File: src/camCfg_params.svh
`ifndef CAMCFG_PARAMS_SVH
`define CAMCFG_PARAMS_SVH

// sensor bus address and identity
`define CAM_I2C_ADDR   8'h6c     // 7-bit 0x36, write form
`define CAM_ID_REG     16'h300b  // chip id register
`define CAM_ID_VALUE   8'h88     // expected id byte

// bus timing, in CLK_400K cycles
`define SCL_QUARTER    1         // quarter of one scl bit

// sequencer timing, in CLK_400K cycles
`define DELAY_UNIT     16        // per script delay count
`define RETRY_WAIT     8         // idle before a new id check

`endif
File: src/camCfgPkg.sv
`default_nettype none
`include "camCfg_params.svh"

package camCfgPkg;

   typedef enum logic [1:0] {writePtr, writeReg, readByte} i2cOp_e;

   typedef enum logic [1:0] {start, sendByte, recvByte, stop} byteCmd_e;

   typedef enum logic [1:0] {regWrite, delay, scriptEnd} entryKind_e;

   typedef enum logic [2:0] {
      idPtr, idRead, idCheck, fetch, regWr, delayWait, retryWait, cfgDone
   } seqState_e;

   typedef struct packed {
      i2cOp_e      op;
      logic [7:0]  devAddr;   // write form, bit 0 set by the transaction layer
      logic [15:0] regAddr;
      logic [7:0]  wrData;
   } i2cReq_t;

   typedef struct packed {
      logic [7:0]  rdData;
      logic        ackErr;    // some byte was not acknowledged
   } i2cRsp_t;

   typedef struct packed {
      entryKind_e  kind;
      logic [7:0]  devAddr;
      logic [15:0] regAddr;
      logic [7:0]  value;     // data byte or delay count
   } scriptEntry_t;

   localparam scriptEntry_t CAM_SCRIPT [0:11] = '{
      '{regWrite,  `CAM_I2C_ADDR, 16'h0103, 8'h01},   // software reset
      '{delay,     8'h00,         16'h0000, 8'd10},
      '{regWrite,  `CAM_I2C_ADDR, 16'h0100, 8'h00},   // standby
      '{regWrite,  `CAM_I2C_ADDR, 16'h0302, 8'd24},   // pll1 multiplier
      '{regWrite,  `CAM_I2C_ADDR, 16'h0303, 8'h00},   // pll1 divm
      '{regWrite,  `CAM_I2C_ADDR, 16'h0304, 8'd3},    // pll1 mipi div
      '{regWrite,  `CAM_I2C_ADDR, 16'h3808, 8'h02},   // x size high, 640
      '{regWrite,  `CAM_I2C_ADDR, 16'h3809, 8'h80},   // x size low
      '{regWrite,  `CAM_I2C_ADDR, 16'h380a, 8'h01},   // y size high, 480
      '{regWrite,  `CAM_I2C_ADDR, 16'h380b, 8'he0},   // y size low
      '{regWrite,  `CAM_I2C_ADDR, 16'h0100, 8'h01},   // streaming on
      '{scriptEnd, 8'h00,         16'h0000, 8'h00}
   };

endpackage

`default_nettype wire

File: src/i2cTransaction.sv
`timescale 1ns/1ps
`default_nettype none

module i2cTransaction
   import camCfgPkg::*;
(
   input  logic       CLK_400K,
   input  logic       RESET_N,
   input  i2cReq_t    req,
   input  logic       reqValid,
   output logic       reqDone,
   output i2cRsp_t    rsp,
   output byteCmd_e   cmd,
   output logic       cmdValid,
   output logic [7:0] txByte,
   input  logic       cmdDone,
   input  logic [7:0] rxByte,
   input  logic       ackIn
);
   typedef enum logic [1:0] {xIdle, xIssue, xWait} xactState_e;

   xactState_e state;
   logic [2:0] step;
   logic       nackSeen;      // rest of the transfer is only a stop
   logic [7:0] rdData;
   logic       ackErr;
   logic [7:0] addrByte;
   byteCmd_e   curCmd;
   logic [7:0] curByte;

   assign addrByte = {req.devAddr[7:1], req.op == readByte};

   // byte command for the current step of the opcode
   always_comb begin
      curCmd  = stop;
      curByte = 8'h00;
      if (nackSeen) begin
         curCmd = stop;
      end else if (step == 3'd0) begin
         curCmd = start;
      end else if (step == 3'd1) begin
         curCmd  = sendByte;
         curByte = addrByte;
      end else if (req.op == readByte) begin
         curCmd = (step == 3'd2) ? recvByte : stop;   // master nacks the one byte
      end else begin
         case (step)
            3'd2: begin
               curCmd  = sendByte;
               curByte = req.regAddr[15:8];
            end
            3'd3: begin
               curCmd  = sendByte;
               curByte = req.regAddr[7:0];
            end
            3'd4: begin
               curCmd  = (req.op == writeReg) ? sendByte : stop;
               curByte = req.wrData;
            end
            default: curCmd = stop;
         endcase
      end
   end

   assign cmd    = curCmd;
   assign txByte = curByte;
   assign rsp    = '{rdData: rdData, ackErr: ackErr};

   always_ff @(posedge CLK_400K) begin
      if (!RESET_N) begin
         state    <= xIdle;
         step     <= 3'd0;
         nackSeen <= 1'b0;
         cmdValid <= 1'b0;
         reqDone  <= 1'b0;
         ackErr   <= 1'b0;
      end else begin
         cmdValid <= 1'b0;
         reqDone  <= 1'b0;
         case (state)
            xIdle: if (reqValid) begin
               step     <= 3'd0;
               nackSeen <= 1'b0;
               state    <= xIssue;
            end
            xIssue: begin
               cmdValid <= 1'b1;
               state    <= xWait;
            end
            xWait: if (cmdDone) begin
               if (curCmd == stop) begin
                  reqDone <= 1'b1;
                  ackErr  <= nackSeen;
                  state   <= xIdle;
               end else begin
                  if (curCmd == sendByte && !ackIn) nackSeen <= 1'b1;
                  step  <= step + 3'd1;
                  state <= xIssue;
               end
            end
            default: state <= xIdle;
         endcase
      end
   end

   always_ff @(posedge CLK_400K) begin
      if (state == xWait && cmdDone && curCmd == recvByte) rdData <= rxByte;
   end

endmodule

`default_nettype wire

File: config.mk
export PLATFORM = sky130hd
export DESIGN_NAME = i2cTransaction
export DESIGN_NICKNAME = d
export VERILOG_FILES = /design/src/camCfgPkg.sv /design/src/i2cTransaction.sv
export VERILOG_INCLUDE_DIRS = /design/src /design/src/src
export SDC_FILE = /design/constraint.sdc
export NUM_CORES = 1
export LEC_CHECK = 0
export BUFFER_PORTS_ARGS = -buffer_cell sky130_fd_sc_hd__clkbuf_2
export CAP_MARGIN = 20
export CORE_ASPECT_RATIO = 0.9
export CORE_MARGIN = 4
export CORE_UTILIZATION = 35
export DETAILED_ROUTE_END_ITERATION = 10
export PLACE_DENSITY = 0.68
export SLEW_MARGIN = 10
export SYNTH_ARGS = -nofsm -noshare
export SYNTH_HDL_FRONTEND = slang
export SYNTH_SLANG_ARGS = --single-unit
File: constraint.sdc
create_clock -name CLK_400K -period 4.2 [get_ports CLK_400K]
set_clock_uncertainty 0.15 [all_clocks]
set_input_delay 0.84 -clock CLK_400K [delete_from_list [all_inputs] [get_ports CLK_400K]]
set_output_delay 0.84 -clock CLK_400K [all_outputs]
set_load 0.03 [all_outputs]
Word level (Yosys, flattened, before mapping) --
Index checks and enable logic that the tools add are counted.
Storage, ports and cells: bits in registers 17, input bits 47, word-level logic and storage cells 63
Operators by class: add/sub/neg operators 1, eq/ne operators 15, multiplexer cells 27, reduce and logical (&&, ||, !) cells 13
Operators by type and width (count):
- $mux W8 | 4
- $pmux W8 S3 | 1
- $mux W2 | 7
- $mux W3 | 3
- $eq A2 B2 Y1 const B | 4
- $mux W1 | 8
- $ne A2 B2 Y1 const B | 4
- $eq A2 B1 Y1 const B | 3
- $eq A3 B2 Y1 const B | 2
- $pmux W2 S3 | 1
- $pmux W3 S2 | 1
- $reduce_and A3 Y1 | 2
- $reduce_and A5 Y1 | 1
- $pmux W2 S2 | 1
- $reduce_and A4 Y1 | 1
- $add A3 B1 Y3 const B | 1
- $eq A3 B1 Y1 const B | 1
- $eq A3 B3 Y1 const B | 1
- $logic_and A1 B1 Y1 | 3
- $logic_not A3 Y1 | 1
- $logic_not A2 Y1 | 1
- $pmux W1 S2 | 1
- $reduce_and A2 Y1 | 1
- $reduce_bool A2 Y1 | 1
- other kinds (2) | 2

Logic depth before layout (Yosys ltp) --
depth in word-level cells 13, depth in mapped cells 7, mapped depth without buffers 7

Least setup slack after synthesis --
No wires, ideal clock.
kind input-to-output, start input port req[32] in the netlist's numbering, end output port cmd[1], arrival time 1699 ps, required time 3210 ps, setup slack 1511 ps, stages on the path 4, buffers on the path 0, cell sequence nand2b_4 -> nand3b_1 -> a32o_2 -> or2_2
Between the ends: cells in the longest elaborated chain, start to end 7, elaborated cells on any way between the ends 8, classes of those cells eq/ne (2); mux (6)
Ends and longest elaborated chain:
- from (decl) | RTL line i2cTransaction.sv:9 | input i2cReq_t req,
- $eq A2 B1 Y1 | RTL line i2cTransaction.sv:57 | curCmd = (req.op == writeReg) ? sendByte : stop;
- $mux W2 | RTL line i2cTransaction.sv:57
- $pmux W2 S2 | RTL line i2cTransaction.sv:47 | case (step)
- $mux W2 (*) | RTL line i2cTransaction.sv:44 | end else if (req.op == readByte) begin
- $mux W2 (*) | RTL line i2cTransaction.sv:41 | end else if (step == 3'd1) begin
- $mux W2 (*) | RTL line i2cTransaction.sv:39 | end else if (step == 3'd0) begin
- $mux W2 (*) | RTL line i2cTransaction.sv:37 | if (nackSeen) begin
- to (decl) | RTL line i2cTransaction.sv:13 | output byteCmd_e cmd,
Every way passes the cells marked *; elsewhere a longest branch is shown, timed or not.

Worst setup path in the final report --
start register step[0], end output port txByte[3]
Between the ends: cells in the longest elaborated chain, start to end 6, elaborated cells on any way between the ends 10, classes of those cells eq/ne (4); mux (5); reduce/logical (1)
Ends and longest elaborated chain:
- from (decl) | RTL line i2cTransaction.sv:23 | logic [2:0] step;
- from (signal assigned) | RTL line i2cTransaction.sv:97 | step <= step + 3'd1;
- $eq A3 B3 Y1 / $eq A3 B2 Y1 (equally long branches) | RTL line i2cTransaction.sv:47
- $pmux W8 S3 | RTL line i2cTransaction.sv:47
- $mux W8 | RTL line i2cTransaction.sv:44
- $mux W8 | RTL line i2cTransaction.sv:41
- $mux W8 (*) | RTL line i2cTransaction.sv:39
- $mux W8 (*) | RTL line i2cTransaction.sv:37
- to (decl) | RTL line i2cTransaction.sv:15 | output logic [7:0] txByte,
Marked as above.

==> results.toml <==
[status]
status = "finished clean"

[floorplanning]
coreArea_sq_um = 2838
ios = 68
die_y_um = 60.33
floorplan.rows = 18
start_util_pct = 37.52
die_area_sq_um = 3990
fp.dieW_um = 66.14

[cts]
clk_pin_slew_ps = 90
cts_resized = 0
h-tree-depth = 1
cts.sink_count = 17
clockBufferDepth = 2
cts_hold_buf = 0
clk_latency_ps = 280
root_buffer = "clkbuf_4"
cts_setup_buffers = 0
cts-buffers-inserted = 3
cts_tree = "yes"

[placement]
dp_slack_ps = 1196
hpwl_um = 2337
portBuffers = 66
place_congestion = 0.7468

[logic_synthesis]
syn-cell-area_sq_um = 1065
syn_area_per_cell_sq_um = 9.680
synthDistinctLibCells = 34
seq_area_frac_synth_pct = 39.48
syn_inst = 110
synth_seq_cells = 17
syn_nets = 162
ys.warnings.count = 0

[routing]
via_count = 1087
finalWirelength_um = 2808
dr.max_layer_used = "met4"
wl_met1_um = 1165
drt-initial-drc-count = 55
wl_met2_um = 1427
wire_per_inst_um = 13.25
drc_errors = 0
antenna_left = 0
route.met3.wl_um = 204
vias_per_cell = 5.127
dr.pass1.iters = 6

[setup_path]
critPathSlowestCell = "o21ai_1"
worstPathMaxFanout = 9
worstPathRequired_ps = 3210
crit_chain = "inv_1 > ha_1 > and2_1 > o21ai_1 > a2bb2oi_1 > nor2_1 > clkbuf_2"
start_kind = "flop"
critPathArrivalTime_ps = 2330
end_kind = "output port"
r2r_slack_ps = 1790
path_class = "reg -> out"
cpPeakStageDelay_ps = 530

[final_layout]
fin_nets = 225
mostFrequentLayoutCells = "clkbuf_2 (66), nor2_1 (13), dfxtp_1 (9)"
drive_above_1_share_pct = 43.60
synthToLayoutAreaGrowth_pct = 34.90
n_antenna_cell = 0
final_common_cell = "clkbuf_2"

[sta]
hold_violations = 0
slew_headroom_pct = 59.69
max_freq_ghz = 0.3013
rsz0062_at_grt = "no"
fin_crit_sh_pct = 79.02
setup_tns_ps = 0
finalSetupViolCount = 0
max_slew.worst_pin.slew_ps = 602.4
worst_slack_ps = 881.2
layout_min_cycle_time_ps = 3319
slew_viol_final = 0

[global_routing]
grt_use_total_pct = 14.64
antenna_found_initial = 0
grt_pass1_wl_um = 4457
grt_max_degree = 13
first_global_vias = 997
grt-ovfl-total = 0

[power_and_ir_drop]
vdd_drop_max_uv = 171.0
leakage_uw = 0.0006397
p_per_area_nw_per_um2 = 214.6

[flow_run]
cap_violations = 0

[worst_hold_path]
hold_class = "reg -> reg"
final timing paths:
kind                start   endpoint  cells past startpoint
setup / recovery  step[0]  txByte[3]                      7
hold / removal    step[1]    step[1]                      2
setup reg to reg  step[1]  rdData[4]                      6
hold reg to reg   step[1]    step[1]                      2
report_power, final:
group | switching (uW) | internal [uW]
registers | 2.89 | 175
logic | 22.0 | 25.4
clock network | 47.3 | 35.3
total | 72.2 | 236
routing by layer:
layer / vias up / GRT usage [%]
li1: 542 / -
met1: 504 / 16.65
met2: 39 / 27.02
met3: 2 / 4.887
met4: 0 / 2.609
met5: - / 0
area by class of cell:
type | count | area, sq um
well taps | 40 | 50.05
clock inverters | 1 | 5.005
inverters | 4 | 15.01
clock buffers | 3 | 22.52
flip-flops and latches | 17 | 420.4
repair buffers | 66 | 330.3
multi-input cells | 81 | 593.1
fillers | 298 | 1401
cell families (layout without fill, tap and decap cells):
family	count (synthesis)	in the layout	synth area share, %
multiplexers	3	3	2.820
adder cells (fa/ha/maj)	5	5	5.875
flip-flops	17	17	39.48
AND/OR/NAND/NOR	44	44	22.80
AO/OA/AOI/OAI	29	29	24.21
buffers and inverters	12	74	4.818
per-stage QoR:
stage               util, %  instance area, sq um  power, uW  instances  hold WS, ps
CTS                   50.62                  1436      314.2        212        364.4
global route          50.62                  1436      327.2        212        387.1
floorplan                 -                  1065      203.6        110        317.7
global placement      49.65                  1409      227.9        208        333.0
finish                50.62                  1436      308.3        212        355.6
detailed placement    49.65                  1409      229.6        208        350.2
registers in the layout, summed over array words and instances (netlist names):
register,count
cmdValid,1
nackSeen,1
ackErr,1
rdData,8
step,3
reqDone,1
state,2
cell usage after synthesis, drive strengths merged:
library cell | n | area share, %
nor3 | 1 | 0.47
buf | 5 | 2.4
o41ai | 1 | 0.82
nand2b | 3 | 2.5
a2bb2oi | 8 | 6.6
edfxtp | 8 | 23
clkbuf | 3 | 1.1
o21a | 1 | 0.71
inv | 4 | 1.4
mux2i | 3 | 2.8
a21oi | 3 | 1.4
o311ai | 1 | 0.82
a32o | 1 | 1.1
a221oi | 1 | 2.5
dfxtp | 9 | 17
ha | 5 | 5.9
and2 | 4 | 2.3
and3 | 1 | 0.59
and4b | 1 | 0.94
nand3 | 2 | 0.94
nor3b | 3 | 2.1
nor2 | 13 | 4.6
nand2 | 7 | 2.5
nor2b | 2 | 1.2
o21ai | 4 | 1.9
and2b | 1 | 0.71
nand3b | 4 | 2.8
o311a | 1 | 0.94
a222oi | 8 | 7.5
or2 | 2 | 1.2
worst max-delay path: cells and delay by family (launching register included):
family	cells	cell delay, ps
simple gates	2	340
buf+inv	2	290
fa+ha+maj	1	260
compound gates	2	770
flops	1	390
Note: power is estimated with default switching activity, not from simulation.
