<file path="config.mk">
export PLATFORM = sky130hd
export DESIGN_NAME = cfgSequencer
export DESIGN_NICKNAME = d
export VERILOG_FILES = /design/src/camCfgPkg.sv /design/src/cfgSequencer.sv
export VERILOG_INCLUDE_DIRS = /design/src /design/src/src
export SDC_FILE = /design/constraint.sdc
export NUM_CORES = 1
export LEC_CHECK = 0
export ABC_CLOCK_PERIOD_IN_PS = 3800
export BUFFER_PORTS_ARGS = -buffer_cell sky130_fd_sc_hd__buf_2
export CAP_MARGIN = 20
export CORE_MARGIN = 4
export CORE_UTILIZATION = 60
export DETAILED_ROUTE_END_ITERATION = 16
export GPL_TIMING_DRIVEN = 0
export PLACE_DENSITY = 0.84
export SLEW_MARGIN = 15
export SYNTH_ARGS = -nofsm -noshare
export SYNTH_HDL_FRONTEND = slang
export SYNTH_SLANG_ARGS = --single-unit
</file>
<file path="constraint.sdc">
create_clock -name CLK_400K -period 3.8 [get_ports CLK_400K]
set_input_delay 0.76 -clock CLK_400K [delete_from_list [all_inputs] [get_ports CLK_400K]]
set_output_delay 0.76 -clock CLK_400K [all_outputs]
set_load 0.02 [all_outputs]
</file>
<file path="src/camCfg_params.svh">
`ifndef CAMCFG_PARAMS_SVH
`define CAMCFG_PARAMS_SVH

// sensor bus address and identity
`define CAM_I2C_ADDR   8'h6c     // 7-bit 0x36, write form
`define CAM_ID_REG     16'h300b  // chip id register
`define CAM_ID_VALUE   8'h88     // expected id byte

// bus timing, in CLK_400K cycles
`define SCL_QUARTER    1         // quarter of one scl bit

// sequencer timing, in CLK_400K cycles
`define DELAY_UNIT     16        // per script delay count
`define RETRY_WAIT     8         // idle before a new id check

`endif
</file>
<file path="src/camCfgPkg.sv">
`default_nettype none
`include "camCfg_params.svh"

package camCfgPkg;

   typedef enum logic [1:0] {writePtr, writeReg, readByte} i2cOp_e;

   typedef enum logic [1:0] {start, sendByte, recvByte, stop} byteCmd_e;

   typedef enum logic [1:0] {regWrite, delay, scriptEnd} entryKind_e;

   typedef enum logic [2:0] {
      idPtr, idRead, idCheck, fetch, regWr, delayWait, retryWait, cfgDone
   } seqState_e;

   typedef struct packed {
      i2cOp_e      op;
      logic [7:0]  devAddr;   // write form, bit 0 set by the transaction layer
      logic [15:0] regAddr;
      logic [7:0]  wrData;
   } i2cReq_t;

   typedef struct packed {
      logic [7:0]  rdData;
      logic        ackErr;    // some byte was not acknowledged
   } i2cRsp_t;

   typedef struct packed {
      entryKind_e  kind;
      logic [7:0]  devAddr;
      logic [15:0] regAddr;
      logic [7:0]  value;     // data byte or delay count
   } scriptEntry_t;

   localparam scriptEntry_t CAM_SCRIPT [0:11] = '{
      '{regWrite,  `CAM_I2C_ADDR, 16'h0103, 8'h01},   // software reset
      '{delay,     8'h00,         16'h0000, 8'd10},
      '{regWrite,  `CAM_I2C_ADDR, 16'h0100, 8'h00},   // standby
      '{regWrite,  `CAM_I2C_ADDR, 16'h0302, 8'd24},   // pll1 multiplier
      '{regWrite,  `CAM_I2C_ADDR, 16'h0303, 8'h00},   // pll1 divm
      '{regWrite,  `CAM_I2C_ADDR, 16'h0304, 8'd3},    // pll1 mipi div
      '{regWrite,  `CAM_I2C_ADDR, 16'h3808, 8'h02},   // x size high, 640
      '{regWrite,  `CAM_I2C_ADDR, 16'h3809, 8'h80},   // x size low
      '{regWrite,  `CAM_I2C_ADDR, 16'h380a, 8'h01},   // y size high, 480
      '{regWrite,  `CAM_I2C_ADDR, 16'h380b, 8'he0},   // y size low
      '{regWrite,  `CAM_I2C_ADDR, 16'h0100, 8'h01},   // streaming on
      '{scriptEnd, 8'h00,         16'h0000, 8'h00}
   };

endpackage

`default_nettype wire

</file>
<file path="src/cfgSequencer.sv">
`timescale 1ns/1ps
`default_nettype none
`include "camCfg_params.svh"

module cfgSequencer
   import camCfgPkg::*;
(
   input  logic    CLK_400K,
   input  logic    RESET_N,
   output i2cReq_t req,
   output logic    reqValid,
   input  logic    reqDone,
   input  i2cRsp_t rsp,
   output logic    camReady
);
   seqState_e    state;
   logic         reqPending;   // request out, waiting for reqDone
   logic [3:0]   scriptIdx;
   logic [15:0]  delayCnt;     // script delays and retry idle
   scriptEntry_t entry;
   scriptEntry_t nextEntry;

   assign nextEntry = CAM_SCRIPT[scriptIdx];

   always_ff @(posedge CLK_400K) begin
      if (!RESET_N) begin
         state      <= idPtr;
         reqValid   <= 1'b0;
         reqPending <= 1'b0;
         scriptIdx  <= 4'd0;
         delayCnt   <= 16'd0;
         camReady   <= 1'b0;
      end else begin
         reqValid <= 1'b0;
         if (reqDone) reqPending <= 1'b0;

         if (reqDone && rsp.ackErr) begin
            // any nack restarts from the identity check
            state    <= retryWait;
            delayCnt <= 16'(`RETRY_WAIT);
         end else begin
            case (state)
               idPtr: begin
                  if (!reqPending) begin
                     req <= '{op: writePtr, devAddr: `CAM_I2C_ADDR,
                              regAddr: `CAM_ID_REG, wrData: 8'h00};
                     reqValid   <= 1'b1;
                     reqPending <= 1'b1;
                  end else if (reqDone) begin
                     state <= idRead;
                  end
               end
               idRead: begin
                  if (!reqPending) begin
                     req <= '{op: readByte, devAddr: `CAM_I2C_ADDR,
                              regAddr: `CAM_ID_REG, wrData: 8'h00};
                     reqValid   <= 1'b1;
                     reqPending <= 1'b1;
                  end else if (reqDone) begin
                     state <= idCheck;
                  end
               end
               idCheck: begin
                  if (rsp.rdData == `CAM_ID_VALUE) begin
                     scriptIdx <= 4'd0;
                     state     <= fetch;
                  end else begin
                     state    <= retryWait;
                     delayCnt <= 16'(`RETRY_WAIT);
                  end
               end
               fetch: begin
                  entry <= nextEntry;
                  case (nextEntry.kind)
                     regWrite: state <= regWr;
                     delay: begin
                        delayCnt <= 16'(nextEntry.value) * 16'(`DELAY_UNIT);
                        state    <= delayWait;
                     end
                     default: state <= cfgDone;
                  endcase
               end
               regWr: begin
                  if (!reqPending) begin
                     req <= '{op: writeReg, devAddr: entry.devAddr,
                              regAddr: entry.regAddr, wrData: entry.value};
                     reqValid   <= 1'b1;
                     reqPending <= 1'b1;
                  end else if (reqDone) begin
                     scriptIdx <= scriptIdx + 4'd1;
                     state     <= fetch;
                  end
               end
               delayWait: begin
                  if (delayCnt == 16'd0) begin
                     scriptIdx <= scriptIdx + 4'd1;
                     state     <= fetch;
                  end else begin
                     delayCnt <= delayCnt - 16'd1;
                  end
               end
               retryWait: begin
                  if (delayCnt == 16'd0) state <= idPtr;
                  else delayCnt <= delayCnt - 16'd1;
               end
               default: camReady <= 1'b1;   // script done, hold here
            endcase
         end
      end
   end

endmodule

`default_nettype wire

</file>
[Word-level counts from Yosys, hierarchy flattened]
Memories as Yosys holds them, arrays and structs flattened.
Cells that the tools add are included.
Word-level totals
  bits in registers: 92
  bits in read-only memories: 544
  input port bits: 12
  output and inout bits: 36
  word-level logic and storage cells: 114
  memories: 1
Memory list
  (no name shown): depth 16, width 34, rd ports 1, clocked after memory_dff 0, wr ports 0, line cfgSequencer.sv:23  | assign nextEntry = CAM_SCRIPT[scriptIdx];
Operators by class
  add/sub/neg operators: 2
  order comparisons: 1
  equal/unequal tests: 34
  mux-type cells: 33
  bitwise logic cells: 5
  reductions and logical operators: 23
Operators with widths (number)
  $mux W34: 5
  $pmux W34 S3: 1
  $mux W16: 3
  $pmux W16 S3: 1
  $ne A3 B3 Y1 const B: 11
  $mux W3: 10
  $ne A2 B2 Y1 const B: 15
  $pmux W3 S7: 1
  $mux W4: 5
  $reduce_and A9 Y1: 2
  $logic_not A16 Y1: 1
  $sub A16 B1 Y16 const B: 1
  $pmux W4 S3: 1
  $reduce_and A6 Y1: 2
  $eq A3 B3 Y1 const B: 3
  $reduce_bool A3 Y1: 3
  $eq A8 B8 Y1 const B: 1
  $reduce_and A4 Y1: 2
  $reduce_bool A8 Y1: 1
  $reduce_bool A7 Y1: 1
  $reduce_or A7 Y1: 1
  $eq A3 B2 Y1 const B: 2
  $reduce_or A3 Y1: 2
  $ge A5 B5 Y1 const B: 1
  other kinds (14): 22

[Depth between registers and ports, before layout]
  depth after elaboration: 8
  gate-level depth with buffers: 8
  mapped depth without buffers: 7

[Least setup slack after synthesis]
No wires, ideal clock.
  path type: input port to flip-flop
  start: input reqDone
  end: register req[0] in the netlist's numbering (enable)
  setup time: 0.388 ns
  arrival: 2.041 ns
  data required time: 3.412 ns
  path slack: 1.371 ns
  stages on the path: 4
  path buffers: 1
  cells stage by stage: nand2_1 nand2_1 clkbuf_1 nor2_1
Between the ends
  cells in the longest elaborated chain, start to end: 3
RTL lines
  from (decl): line cfgSequencer.sv:12  | input logic reqDone,
  $logic_and A1 B1 Y1: line cfgSequencer.sv:37  | if (reqDone && rsp.ackErr) begin
  $not A1 Y1 (no source line)
  $reduce_and A6 Y1 (no source line)
  to (signal assigned): line cfgSequencer.sv:45  | req <= '{op: writePtr, devAddr: `CAM_I2C_ADDR,
  to (signal assigned): line cfgSequencer.sv:55  | req <= '{op: readByte, devAddr: `CAM_I2C_ADDR,
  to (signal assigned): line cfgSequencer.sv:85  | req <= '{op: writeReg, devAddr: entry.devAddr,
  to (decl): line cfgSequencer.sv:10  | output i2cReq_t req,
No other way between the ends.
A chain may end at the register's enable or synchronous reset.

[Final worst setup path]
  start: input reqDone
  end: register entry[4] in the netlist's numbering (enable)
Between the ends
  cells in the longest elaborated chain, start to end: 3
RTL lines
  $logic_and A1 B1 Y1: line cfgSequencer.sv:37
  $not A1 Y1 (no source line)
  $reduce_and A3 Y1 (no source line)
  to (signal assigned): line cfgSequencer.sv:73  | entry <= nextEntry;
  to (decl): line cfgSequencer.sv:20  | scriptEntry_t entry;
No other way between the ends.

==> impl_results.md <==
* Setup TNS at 0 ns
* Final Power at 1.548 mW
* Layout area overhead at 14.02%
* Die footprint at 6177 sq um
* Max_slew headroom at 35.69%
* Top Ports at 48
* CTS tree: done
* Critical Path Source Type: primary input
* Share of cells above drive strength 1 at 20.89%
* CP peak stage delay at 0.81 ns
* Initial DRT Pass Iterations at 4
* Crit-path most repeated cell: nand2_1
* Hold Crit Start: delayCnt[15]
* Cell taking the most area after synthesis: edfxtp_1
* Largest net degree at the start of global routing at 19
* Unique masters post-synth at 57
* Post-place setup slack at 0.8731 ns
* Root Buffer: clkbuf_8
* Tcrit/Tclk final at 67.97%
* Antenna violations before repair at 0
* GPL Wtd Cong at 0.9135
* Nets at 377
* Dominant cells by area after synthesis: edfxtp_1 (29%), dfxtp_1 (17%), buf_4 (4.8%), a21oi_1 (3.5%), nand2_1 (3.3%)
* Hold Path Class: reg2reg
* Pwr dens at 454.1 nW/um^2
* Number of global-route vias before repair at 2,234
* Register area share after synthesis at 46.53%
* CP Capture Type: flop
* Maximum VDD drop at 0.2930 mV
* Maximum buffer depth of the clock tree at 2
* Clk slew on worst S/H paths at 0.10 ns
* CTS sink count at 55
* IO buf count at 35
* Setup Crit Path Kind: in2reg
* Most used DFF post-synth: edfxtp_1
* Worst-margin pin slew at 0.9611 ns
* Synth Register Bits at 55
* Crit-path max FO at 13
* R2r worst-path depth at 5
* Synthesized cell area at 2990 sq um
* Worst-skew pair later-pin latency at 0.31 ns
* Most frequent cells in the layout: buf_2 (37), edfxtp_1 (29), nand2_1 (26), dfxtp_1 (26), a21oi_1 (21)
* Row cnt at 25
* Power Internal at 1.041 mW
* Clock Skew at 0.006323 ns
* Hold depth at 2
* Initial Util at 62.48%
* Mapped Cells at 305
* YS warnings at 0
* Logic pwr share at 29.1%
* Sw Share at 32.79%
* DPL Wire Length at 4592 um
* Post-DR wirelength/cell at 14.47 um
* Die height at 78.60 um
* Post-CTS setup buffer count at 0
* Non-filler cells, final at 426
* Final Hold Vio Count at 0
* Most common cell after layout, fill and taps aside: buf_2
* Power share of the clock group at 25.9%
* FMAX at 387.2 MHz
* Htree depth at 2
* Global-route usage over all layers at 20.82%
* Max-slew violation count at 0
* DR vias at 2,472
* Post-synth EDFFs at 29
* Reg power frac at 45.0%
* Core box area at 4786 sq um
* Crit-path slowest cell: nor2_1
* Post-synth ARST share at 0%
* Yosys top cell area share at 29.12%
* Post-DR vias/cell at 5.803
* Worst EP arrival at 2.53 ns
* Cts hold-fix bufs at 0
* RSZ-0062 raised after global routing: false
* Psw at 0.5077 mW
* Req. time, crit path at 3.74 ns
* Worst R2R End: req[1]
* DRC Markers at 0
* Post-DP Area at 3293 sq um
* CTS buffer count at 5
* Dpl cells at 418
* Antenna diodes at 0
* Minimum clock period at 2.583 ns
* Setup WS post-layout at 1.217 ns
* DR iter-0 viols at 157
* Post-route cell area at 3410 sq um
* Hold worst-path end: delayCnt[15]
* Synth Area per Inst at 9.804 sq um
* Critical R2R Launch: state[2]
* PostCTS Resize Cnt at 0
* Utilization after layout at 71.24%
* Post-Route WL at 6165 um
* Finish-stage setup viols at 0
* Fin Hold WS at 0.4895 ns
* Outcome: finished clean
* Reg2reg setup slack at 1.61 ns
* Die Wd at 78.60 um
* LEAKAGE at 1.332 nW
* Crit-path cells: buf_2, nand2_1, nand2_1, clkbuf_1, nor2_1
* Max Cap Violations at 0
* Final ANT Viol Nets at 0
* Global-route wire length before repair at 10,170 um
* Congestion Overflow GR at 0
## logic make-up (layout without fill, tap and decap cells)
| logic type | count (synthesis) | count (layout) | synth area share, % |
|---|---|---|---|
| fa+ha+maj | 8 | 8 | 3.263 |
| other cells | 1 | 12 | 0.1254 |
| mux | 5 | 5 | 1.674 |
| simple gates | 117 | 117 | 22.76 |
| compound gates | 71 | 71 | 16.23 |
| xor+xnor | 1 | 1 | 0.2929 |
| buf+inv | 47 | 90 | 9.121 |
| flops | 55 | 55 | 46.53 |
## final cells by class
| cell class | count | area [sq um] |
|---|---|---|
| buffer | 35 | 227.7 |
| clock buffer | 5 | 68.82 |
| clock inverter | 3 | 47.55 |
| fill | 369 | 1376 |
| inverter | 12 | 45.04 |
| multi-input combinational | 214 | 1370 |
| sequential | 55 | 1391 |
| tap | 67 | 83.83 |
| timing repair buffer | 35 | 175.2 |
## cell usage after synthesis (all sizes together), types with 6 or more instances
cell type and n:
a21oi 21, o21ai 17, or3 6, nor2 15
edfxtp 29, nand2 26, nor4 8, inv 12
buf 25, ha 7, nand4 7, and2 14
nor3 14, nand3 8, clkbuf 10, dfxtp 26
## state kept, by name, indices dropped and copies added (netlist names)
signal	cells
delayCnt	16
state	3
req	16
entry	13
camReady	1
reqPending	1
scriptIdx	4
reqValid	1
## worst max-delay path: cells and delay by family
kind / cells / cell delay [ns]
and+or+nand+nor: 3 / 1.30
buffers and inverters: 2 / 0.47
## worst max path at each step
stage | from | end | depth (start not counted)
floorplan | reqDone | req[0] | 4
global placement | reqDone | req[17] | 5
detailed placement | reqDone | entry[10] | 5
CTS | reqDone | entry[10] | 5
global route | reqDone | entry[4] | 5
finish | reqDone | entry[4] | 5
## per-layer routing
metal / wire, um / GRT usage, % / part of all wire, % / vias to the layer above
met4: 175 / 9.790 / 2.8 / 0
met1: 2556 / 24.78 / 41 / 1156
met2: 2988 / 35.99 / 48 / 94
li1: - / - / - / 1203
met3: 445 / 4.014 / 7.2 / 19
met5: 0 / 0 / 0 / -
## power groups by stage
stage	Combinational [mW]	Sequential (mW)	Clock [mW]
final	0.450	0.697	0.400
after global placement	0.431	0.709	0
after global routing	0.490	0.702	0.428
after CTS	0.446	0.697	0.403
after detailed placement	0.443	0.711	0
after floorplan	0.315	0.732	0
Note: power is estimated with default switching activity, not from simulation.
