`config.mk`:
```
export PLATFORM = sky130hd
export DESIGN_NAME = i2cByteEngine
export DESIGN_NICKNAME = d
export VERILOG_FILES = /design/src/camCfgPkg.sv /design/src/i2cByteEngine.sv
export VERILOG_INCLUDE_DIRS = /design/src /design/src/src
export SDC_FILE = /design/constraint.sdc
export NUM_CORES = 1
export LEC_CHECK = 0
export ABC_AREA = 1
export BUFFER_PORTS_ARGS = -buffer_cell sky130_fd_sc_hd__buf_2
export CAP_MARGIN = 0
export CORE_ASPECT_RATIO = 1.75
export CORE_UTILIZATION = 50
export DETAILED_ROUTE_END_ITERATION = 12
export PLACE_DENSITY = 0.73
export SLEW_MARGIN = 20
export SYNTH_ARGS = -nofsm -noshare
export SYNTH_HDL_FRONTEND = slang
export SYNTH_SLANG_ARGS = --single-unit
```
`constraint.sdc`:
```
create_clock -name CLK_400K -period 2.3 [get_ports CLK_400K]
set_input_delay 0.345 -clock CLK_400K [delete_from_list [all_inputs] [get_ports CLK_400K]]
set_output_delay 0.345 -clock CLK_400K [all_outputs]
set_load 0.005 [all_outputs]
```
`src/camCfg_params.svh`:
```
`ifndef CAMCFG_PARAMS_SVH
`define CAMCFG_PARAMS_SVH

// sensor bus address and identity
`define CAM_I2C_ADDR   8'h6c     // 7-bit 0x36, write form
`define CAM_ID_REG     16'h300b  // chip id register
`define CAM_ID_VALUE   8'h88     // expected id byte

// bus timing, in CLK_400K cycles
`define SCL_QUARTER    1         // quarter of one scl bit

// sequencer timing, in CLK_400K cycles
`define DELAY_UNIT     16        // per script delay count
`define RETRY_WAIT     8         // idle before a new id check

`endif
```
`src/camCfgPkg.sv`:
```
`default_nettype none
`include "camCfg_params.svh"

package camCfgPkg;

   typedef enum logic [1:0] {writePtr, writeReg, readByte} i2cOp_e;

   typedef enum logic [1:0] {start, sendByte, recvByte, stop} byteCmd_e;

   typedef enum logic [1:0] {regWrite, delay, scriptEnd} entryKind_e;

   typedef enum logic [2:0] {
      idPtr, idRead, idCheck, fetch, regWr, delayWait, retryWait, cfgDone
   } seqState_e;

   typedef struct packed {
      i2cOp_e      op;
      logic [7:0]  devAddr;   // write form, bit 0 set by the transaction layer
      logic [15:0] regAddr;
      logic [7:0]  wrData;
   } i2cReq_t;

   typedef struct packed {
      logic [7:0]  rdData;
      logic        ackErr;    // some byte was not acknowledged
   } i2cRsp_t;

   typedef struct packed {
      entryKind_e  kind;
      logic [7:0]  devAddr;
      logic [15:0] regAddr;
      logic [7:0]  value;     // data byte or delay count
   } scriptEntry_t;

   localparam scriptEntry_t CAM_SCRIPT [0:11] = '{
      '{regWrite,  `CAM_I2C_ADDR, 16'h0103, 8'h01},   // software reset
      '{delay,     8'h00,         16'h0000, 8'd10},
      '{regWrite,  `CAM_I2C_ADDR, 16'h0100, 8'h00},   // standby
      '{regWrite,  `CAM_I2C_ADDR, 16'h0302, 8'd24},   // pll1 multiplier
      '{regWrite,  `CAM_I2C_ADDR, 16'h0303, 8'h00},   // pll1 divm
      '{regWrite,  `CAM_I2C_ADDR, 16'h0304, 8'd3},    // pll1 mipi div
      '{regWrite,  `CAM_I2C_ADDR, 16'h3808, 8'h02},   // x size high, 640
      '{regWrite,  `CAM_I2C_ADDR, 16'h3809, 8'h80},   // x size low
      '{regWrite,  `CAM_I2C_ADDR, 16'h380a, 8'h01},   // y size high, 480
      '{regWrite,  `CAM_I2C_ADDR, 16'h380b, 8'he0},   // y size low
      '{regWrite,  `CAM_I2C_ADDR, 16'h0100, 8'h01},   // streaming on
      '{scriptEnd, 8'h00,         16'h0000, 8'h00}
   };

endpackage

`default_nettype wire

```
`src/i2cByteEngine.sv`:
```
`timescale 1ns/1ps
`default_nettype none
`include "camCfg_params.svh"

module i2cByteEngine
   import camCfgPkg::*;
(
   input  logic       CLK_400K,
   input  logic       RESET_N,
   input  byteCmd_e   cmd,
   input  logic       cmdValid,
   output logic       cmdDone,
   input  logic [7:0] txByte,
   output logic [7:0] rxByte,
   output logic       ackIn,
   output logic       sclOut,
   output logic       sdaOut,
   input  logic       sdaIn
);
   localparam int QW = $clog2(`SCL_QUARTER) + 1;

   logic          busy;
   byteCmd_e      mode;
   logic [QW-1:0] qCnt;        // cycles inside one quarter
   logic [1:0]    phase;       // quarter inside one bit
   logic [3:0]    bitCnt;      // 8 data bits then ack
   logic [7:0]    txReg;
   logic          accept;
   logic          tick;
   logic          lastStep;
   byteCmd_e      actMode;
   logic [1:0]    actPhase;
   logic [3:0]    actBit;
   logic [7:0]    actData;
   logic          actTx;

   assign accept   = cmdValid && !busy;
   assign tick     = busy && (qCnt == QW'(`SCL_QUARTER - 1));
   assign lastStep = (phase == 2'd3) && (mode == start || mode == stop || bitCnt == 4'd8);

   // slot that the next clock edge enters
   always_comb begin
      actMode  = busy ? mode : cmd;
      actPhase = busy ? phase + 2'd1 : 2'd0;
      actBit   = (busy && phase == 2'd3) ? bitCnt + 4'd1 : (busy ? bitCnt : 4'd0);
      actData  = accept ? txByte : txReg;
      actTx    = actData[3'd7 - actBit[2:0]];   // msb first
   end

   always_ff @(posedge CLK_400K) begin
      if (!RESET_N) begin
         busy    <= 1'b0;
         mode    <= start;
         qCnt    <= '0;
         phase   <= 2'd0;
         bitCnt  <= 4'd0;
         cmdDone <= 1'b0;
         sclOut  <= 1'b1;
         sdaOut  <= 1'b1;
      end else begin
         cmdDone <= 1'b0;
         if (accept) begin
            busy   <= 1'b1;
            mode   <= cmd;
            qCnt   <= '0;
            phase  <= 2'd0;
            bitCnt <= 4'd0;
         end else if (busy && !tick) begin
            qCnt <= qCnt + 1'b1;
         end else if (tick) begin
            qCnt <= '0;
            if (lastStep) begin
               busy    <= 1'b0;
               cmdDone <= 1'b1;
            end else begin
               phase  <= actPhase;
               bitCnt <= actBit;
            end
         end
         if (accept || (tick && !lastStep)) begin
            case (actMode)
               start: begin
                  case (actPhase)
                     2'd0:    sdaOut <= 1'b1;
                     2'd1:    sclOut <= 1'b1;
                     2'd2:    sdaOut <= 1'b0;   // start, sda falls with scl high
                     default: sclOut <= 1'b0;
                  endcase
               end
               stop: begin
                  case (actPhase)
                     2'd0:    sdaOut <= 1'b0;
                     2'd1:    sclOut <= 1'b1;
                     2'd2:    sdaOut <= 1'b1;   // stop, sda rises with scl high
                     default: ;
                  endcase
               end
               default: begin
                  case (actPhase)
                     2'd0:    sdaOut <= (actMode == sendByte && actBit < 4'd8) ? actTx : 1'b1;
                     2'd1:    sclOut <= 1'b1;
                     2'd2:    ;                 // sample point
                     default: sclOut <= 1'b0;
                  endcase
               end
            endcase
         end
      end
   end

   always_ff @(posedge CLK_400K) begin
      if (accept) txReg <= txByte;
      if (tick && !lastStep && actPhase == 2'd2 && (mode == sendByte || mode == recvByte)) begin
         if (actBit < 4'd8) rxByte <= {rxByte[6:0], sdaIn};
         else ackIn <= !sdaIn;   // low means acknowledged
      end
   end

endmodule

`default_nettype wire

```
After elaboration in Yosys (flattened, before gate mapping)
Index checks and enable logic that the tools add are counted.
{"block": "totals", "latch_bits": 0, "reg_bits": 30, "out_inout_bits": 12, "elab_cells": 92, "input_bits": 14, "rom_bits": 0, "n_memories": 0, "ram_bits": 0}
{"block": "classes", "div_mod_pow": 0, "reduce_logical": 33, "multipliers": 0, "n_mux": 22, "add_sub_neg": 4, "n_bitwise": 6, "n_lt_le_gt_ge": 2, "shift": 0, "n_eq_ne": 14}
{"operator": "$mux W1", "count": 12}
{"operator": "$eq A2 B2 Y1 const B", "count": 5}
{"operator": "$logic_and A1 B1 Y1", "count": 9}
{"operator": "$reduce_and A3 Y1", "count": 3}
{"operator": "$mux W4", "count": 2}
{"operator": "$mux W8", "count": 1}
{"operator": "$pmux W1 S2", "count": 4}
{"operator": "$eq A2 B1 Y1 const B", "count": 3}
{"operator": "$logic_not A2 Y1", "count": 3}
{"operator": "$ne A3 B3 Y1 const B", "count": 2}
{"operator": "$not A1 Y1", "count": 6}
{"operator": "$reduce_bool A2 Y1", "count": 3}
{"operator": "$add A4 B1 Y4 const B", "count": 1}
{"operator": "$eq A4 B4 Y1 const B", "count": 1}
{"operator": "$logic_not A1 Y1", "count": 4}
{"operator": "$logic_or A1 B1 Y1", "count": 4}
{"operator": "$lt A3 B4 Y1 const B", "count": 1}
{"operator": "$lt A4 B4 Y1 const B", "count": 1}
{"operator": "$mux W2", "count": 2}
{"operator": "$ne A2 B1 Y1 const B", "count": 2}
{"operator": "$reduce_and A2 Y1", "count": 2}
{"operator": "$reduce_and A4 Y1", "count": 1}
{"operator": "$reduce_or A2 Y1", "count": 2}
{"operator": "$reduce_or A4 Y1", "count": 1}
{"operator": "other kinds (6)", "count": 6}

Depth between registers and ports, before layout
{"block": "logic_depth", "depth_word": 9, "mapped_depth": 12, "ltp_nobuf": 11}

Worst setup path before layout
No wires, ideal clock.
{"block": "synth_path", "path_type": "reg2reg", "startpoint": "register bitCnt[0]", "endpoint": "register rxByte[0], enable pin", "slack_ns": 0.428, "synth_period_minus_slack_ns": 1.872, "t_arrival_ns": 1.501, "path_stages_with_launch": 10, "cell_sequence": "dfxtp_1 inv_1 ha_1 nand3_1 nand2_1 nand2_1 nand2_2 inv_1 nand4_1 nor2_1"}
{"block": "synth_between", "elab_chain_len": 8, "word_cells_on_any_way": 12, "classes_between": "add/sub: 1; order compare: 1; eq/ne: 1; mux: 2; reduce/logical: 7"}
{"item": "start: declaration", "line": "i2cByteEngine.sv:26", "text": "logic [3:0] bitCnt;"}
{"item": "start signal: assignment", "line": "i2cByteEngine.sv:77", "text": "bitCnt <= actBit;"}
{"item": "branches (longest 7 deep; another with $add A4 B1 Y4)"}
{"item": "$reduce_and A2 Y1 (no line) *"}
{"item": "end signal: assignment", "line": "i2cByteEngine.sv:114", "text": "if (actBit < 4'd8) rxByte <= {rxByte[6:0], sdaIn};"}
{"item": "end: declaration", "line": "i2cByteEngine.sv:14", "text": "output logic [7:0] rxByte,"}
Mark *: on every way between the ends.
A chain may end at the register's enable or synchronous reset.

Worst setup path after layout
{"block": "layout_path", "startpoint": "register busy", "endpoint": "register rxByte[3], enable pin"}
{"block": "layout_between", "elab_chain_len": 5, "word_cells_on_any_way": 11, "classes_between": "order compare: 1; eq/ne: 1; mux: 3; reduce/logical: 6"}
{"item": "start: declaration", "line": "i2cByteEngine.sv:22", "text": "logic busy;"}
{"item": "start signal: assignment", "line": "i2cByteEngine.sv:52", "text": "busy <= 1'b0;"}
{"item": "start signal: assignment", "line": "i2cByteEngine.sv:63", "text": "busy <= 1'b1;"}
{"item": "start signal: assignment", "line": "i2cByteEngine.sv:73", "text": "busy <= 1'b0;"}
{"item": "branches (longest 4 deep; another with $lt A4 B4 Y1)"}
{"item": "$reduce_and A2 Y1 (no line) *"}
Marked as above.

==> out/qor.yml <==
floorplan:
  io_pins: 26
  core_um2: 2750
  chipWidth_um: 43.1
  initial_core_util: 0.537
  die-area_um2: 3190
  rows: 25
  die_h_um: 73.9
place:
  port_buffers: 25
  dp_hpwl_um: 2260
  placed_cells: 250
  place.gp.congestion: 0.932
  preCtsSetupSlack_ps: 345
timing:
  whs_ps: 268
  slew_viol_final: 0
  setup_viol: 0
  finClkSkew_ps: 7.30
  hold_viol: 0
  worstMarginPinSlew_ps: 435
  tns_ps: 0
  fin_crit_sh: 0.859
  setup_slack_ps: 323
  fin_crit_ps: 1980
  fmaxAchievable_mhz: 506
  rsz0062_at_grt: "no"
  relSlewSlack: 0.707
detailed_routing:
  ant_nets: 0
  vias_per_cell: 4.95
  drtIter0Drc: 27
  wl_um: 2920
  first_pass_iters: 5
  avgRoutedWirePerCell_um: 11.3
  vias: 1277
  post-route-drc-count: 0
synthesis:
  syn_inst: 199
  ys_seq_area_frac: 0.467
  yosys_warnings: 0
  synth_cell_types: 20
  yosysTopAreaCell: "dfxtp_1"
  synthesis.area_um2: 1480
  synth_fp_nets: 219
  synthTopCellsByArea: "dfxtp_1, edfxtp_1, nand2_1"
  synth_seq_cells: 30
  synth_top_area_frac: 0.285
  avgSynthCellArea_um2: 7.43
grt:
  grt_antenna_before_repair: 0
  grt_max_degree: 15
  grtUsageTotal: 0.208
  grt_pass1_wl_um: 4880
  grt_overflow: 0
  grt_pass1_vias: 1201
min_path:
  hold_path_class: "input port to flip-flop"
  holdPathStages: 1
clocking:
  numCtsBuffers: 5
  cts_buffer_depth: 2
  worst_skew_pair.late_latency_ps: 280
  cts.repair.resized: 0
  cts.clk_slew.worst_paths_ps: 60
  root_buffer: "clkbuf_8"
  post-cts-setup-buffer-count: 0
  hold_buffers: 0
  cts_tree: "yes"
  htreeDepth: 2
  cts.sinks: 30
power_and_ir_drop:
  pwr-share-seq: 0.502
  pwr-share-clk: 0.363
  p_int_uw: 874
  ir_worst_vdd_mv: 0.447
  leakagePower_uw: 0.000907
  switchingPower_uw: 304
  power_frac_comb: 0.135
  powerDensity_nw_per_um2: 686
  power_switching_share: 0.258
worst_setup_path:
  cp_max_fo: 14
  critical_path.top_delay_family: "simple AND/OR/NAND/NOR gates"
  arrival_ps: 1970
  cp.required_ps: 2290
  path_cells: "inv_2 -> nor2_1 -> nand2_2 -> inv_1 -> nand4_1 -> nor2_1 -> buf_4"
  reg2regPathDepth: 7
  crit_path_start_kind: "flip-flop"
  cp.depth: 7
  cp_num_buf_inv: 3
  path_class: "flip-flop to flip-flop"
  cpMaxStageDelayCell: "dfxtp_1"
  cp-end-kind: "flip-flop"
  path_common_cell: "nor2_1"
  slowest_delay_ps: 590
layout:
  final_core_util: 0.624
  num_antenna_cells: 0
  final_cell_count_no_fill: 258
  nets: 250
  final_common_cell: "nand2_1"
  final_layout_size_suffix_gt1_frac: 0.173
  fill_cells: 269
  final_cell_mix: "nand2_1, inv_1, buf_2, dfxtp_1, nand3_1"
  area_delta_synth_final_pct: 16.2
run_status:
  outcome: "complete, no violations"
job:
  cap_violations: 0
==> power by group through the flow <==
stage	logic (uW)	clock network, uW	registers [uW]
floorplan	120	0	597
global placement	156	0	602
detailed placement	159	0	603
CTS	161	432	592
global route	187	451	595
finish	159	428	592
==> routing by layer <==
metal | wire [um] | GRT usage | vias to the layer above
met5 | 0 | 0 | -
met4 | 71 | 0.104 | 0
met3 | 78 | 0.0491 | 7
met2 | 1560 | 0.390 | 19
met1 | 1210 | 0.206 | 577
li1 | - | - | 674
==> path summary, 6_finish.rpt <==
| kind | start | end | slack [ps] |
|---|---|---|---|
| hold reg to reg | rxByte[3]$_DFFE_PP_ | rxByte[4]$_DFFE_PP_ | 450 |
| hold / removal | sdaIn | rxByte[0]$_DFFE_PP_ | 270 |
| setup / recovery | busy$_SDFFE_PN0P_ | rxByte[3]$_DFFE_PP_ | 320 |
| setup reg to reg | busy$_SDFFE_PN0P_ | rxByte[3]$_DFFE_PP_ | 320 |
==> cell families after synthesis <==
logic type,after synthesis,share of synthesized area
simple gates,89,0.257
buf+inv,48,0.132
flops,30,0.467
compound gates,25,0.0872
fa+ha+maj,6,0.0508
xor+xnor,1,0.00593
==> registers in the layout, summed over array words and instances (netlist names) <==
| register | flops |
|---|---|
| ackIn | 1 |
| bitCnt | 4 |
| busy | 1 |
| cmdDone | 1 |
| mode | 2 |
| phase | 2 |
| qCnt | 1 |
| rxByte | 8 |
| sclOut | 1 |
| sdaOut | 1 |
| txReg | 8 |
==> synthesized netlist by cell type <==
cell	instances
inv_2	2
nand2_2	2
nand2_4	1
a21oi_1	10
nand2_1	53
o21ai_0	13
nand3_1	16
nor2_2	1
a31oi_1	1
nand3b_1	2
dfxtp_1	21
nand4_1	1
edfxtp_1	9
inv_1	43
ha_1	6
buf_4	2
nor2_1	13
xor2_1	1
buf_6	1
o211ai_1	1
==> metrics by stage <==
| stage | area (um2) | total power (uW) |
|---|---|---|
| after global placement | 1630 | 759 |
| after global routing | 1720 | 1230 |
| after detailed placement | 1630 | 762 |
| final | 1720 | 1180 |
| after floorplan | 1480 | 717 |
| after CTS | 1720 | 1180 |
==> layout make-up <==
class	instances	area, um2	area share
Timing Repair Buffer	27	140	0.0816
Inverter	45	169	0.0984
Sequential cell	30	691	0.402
Tap cell	27	33.8	0.0197
Clock inverter	1	5.00	0.00292
Clock buffer	7	86.3	0.0503
Multi-Input combinational cell	121	592	0.345
No activity file was read; power rests on OpenSTA's default activity.
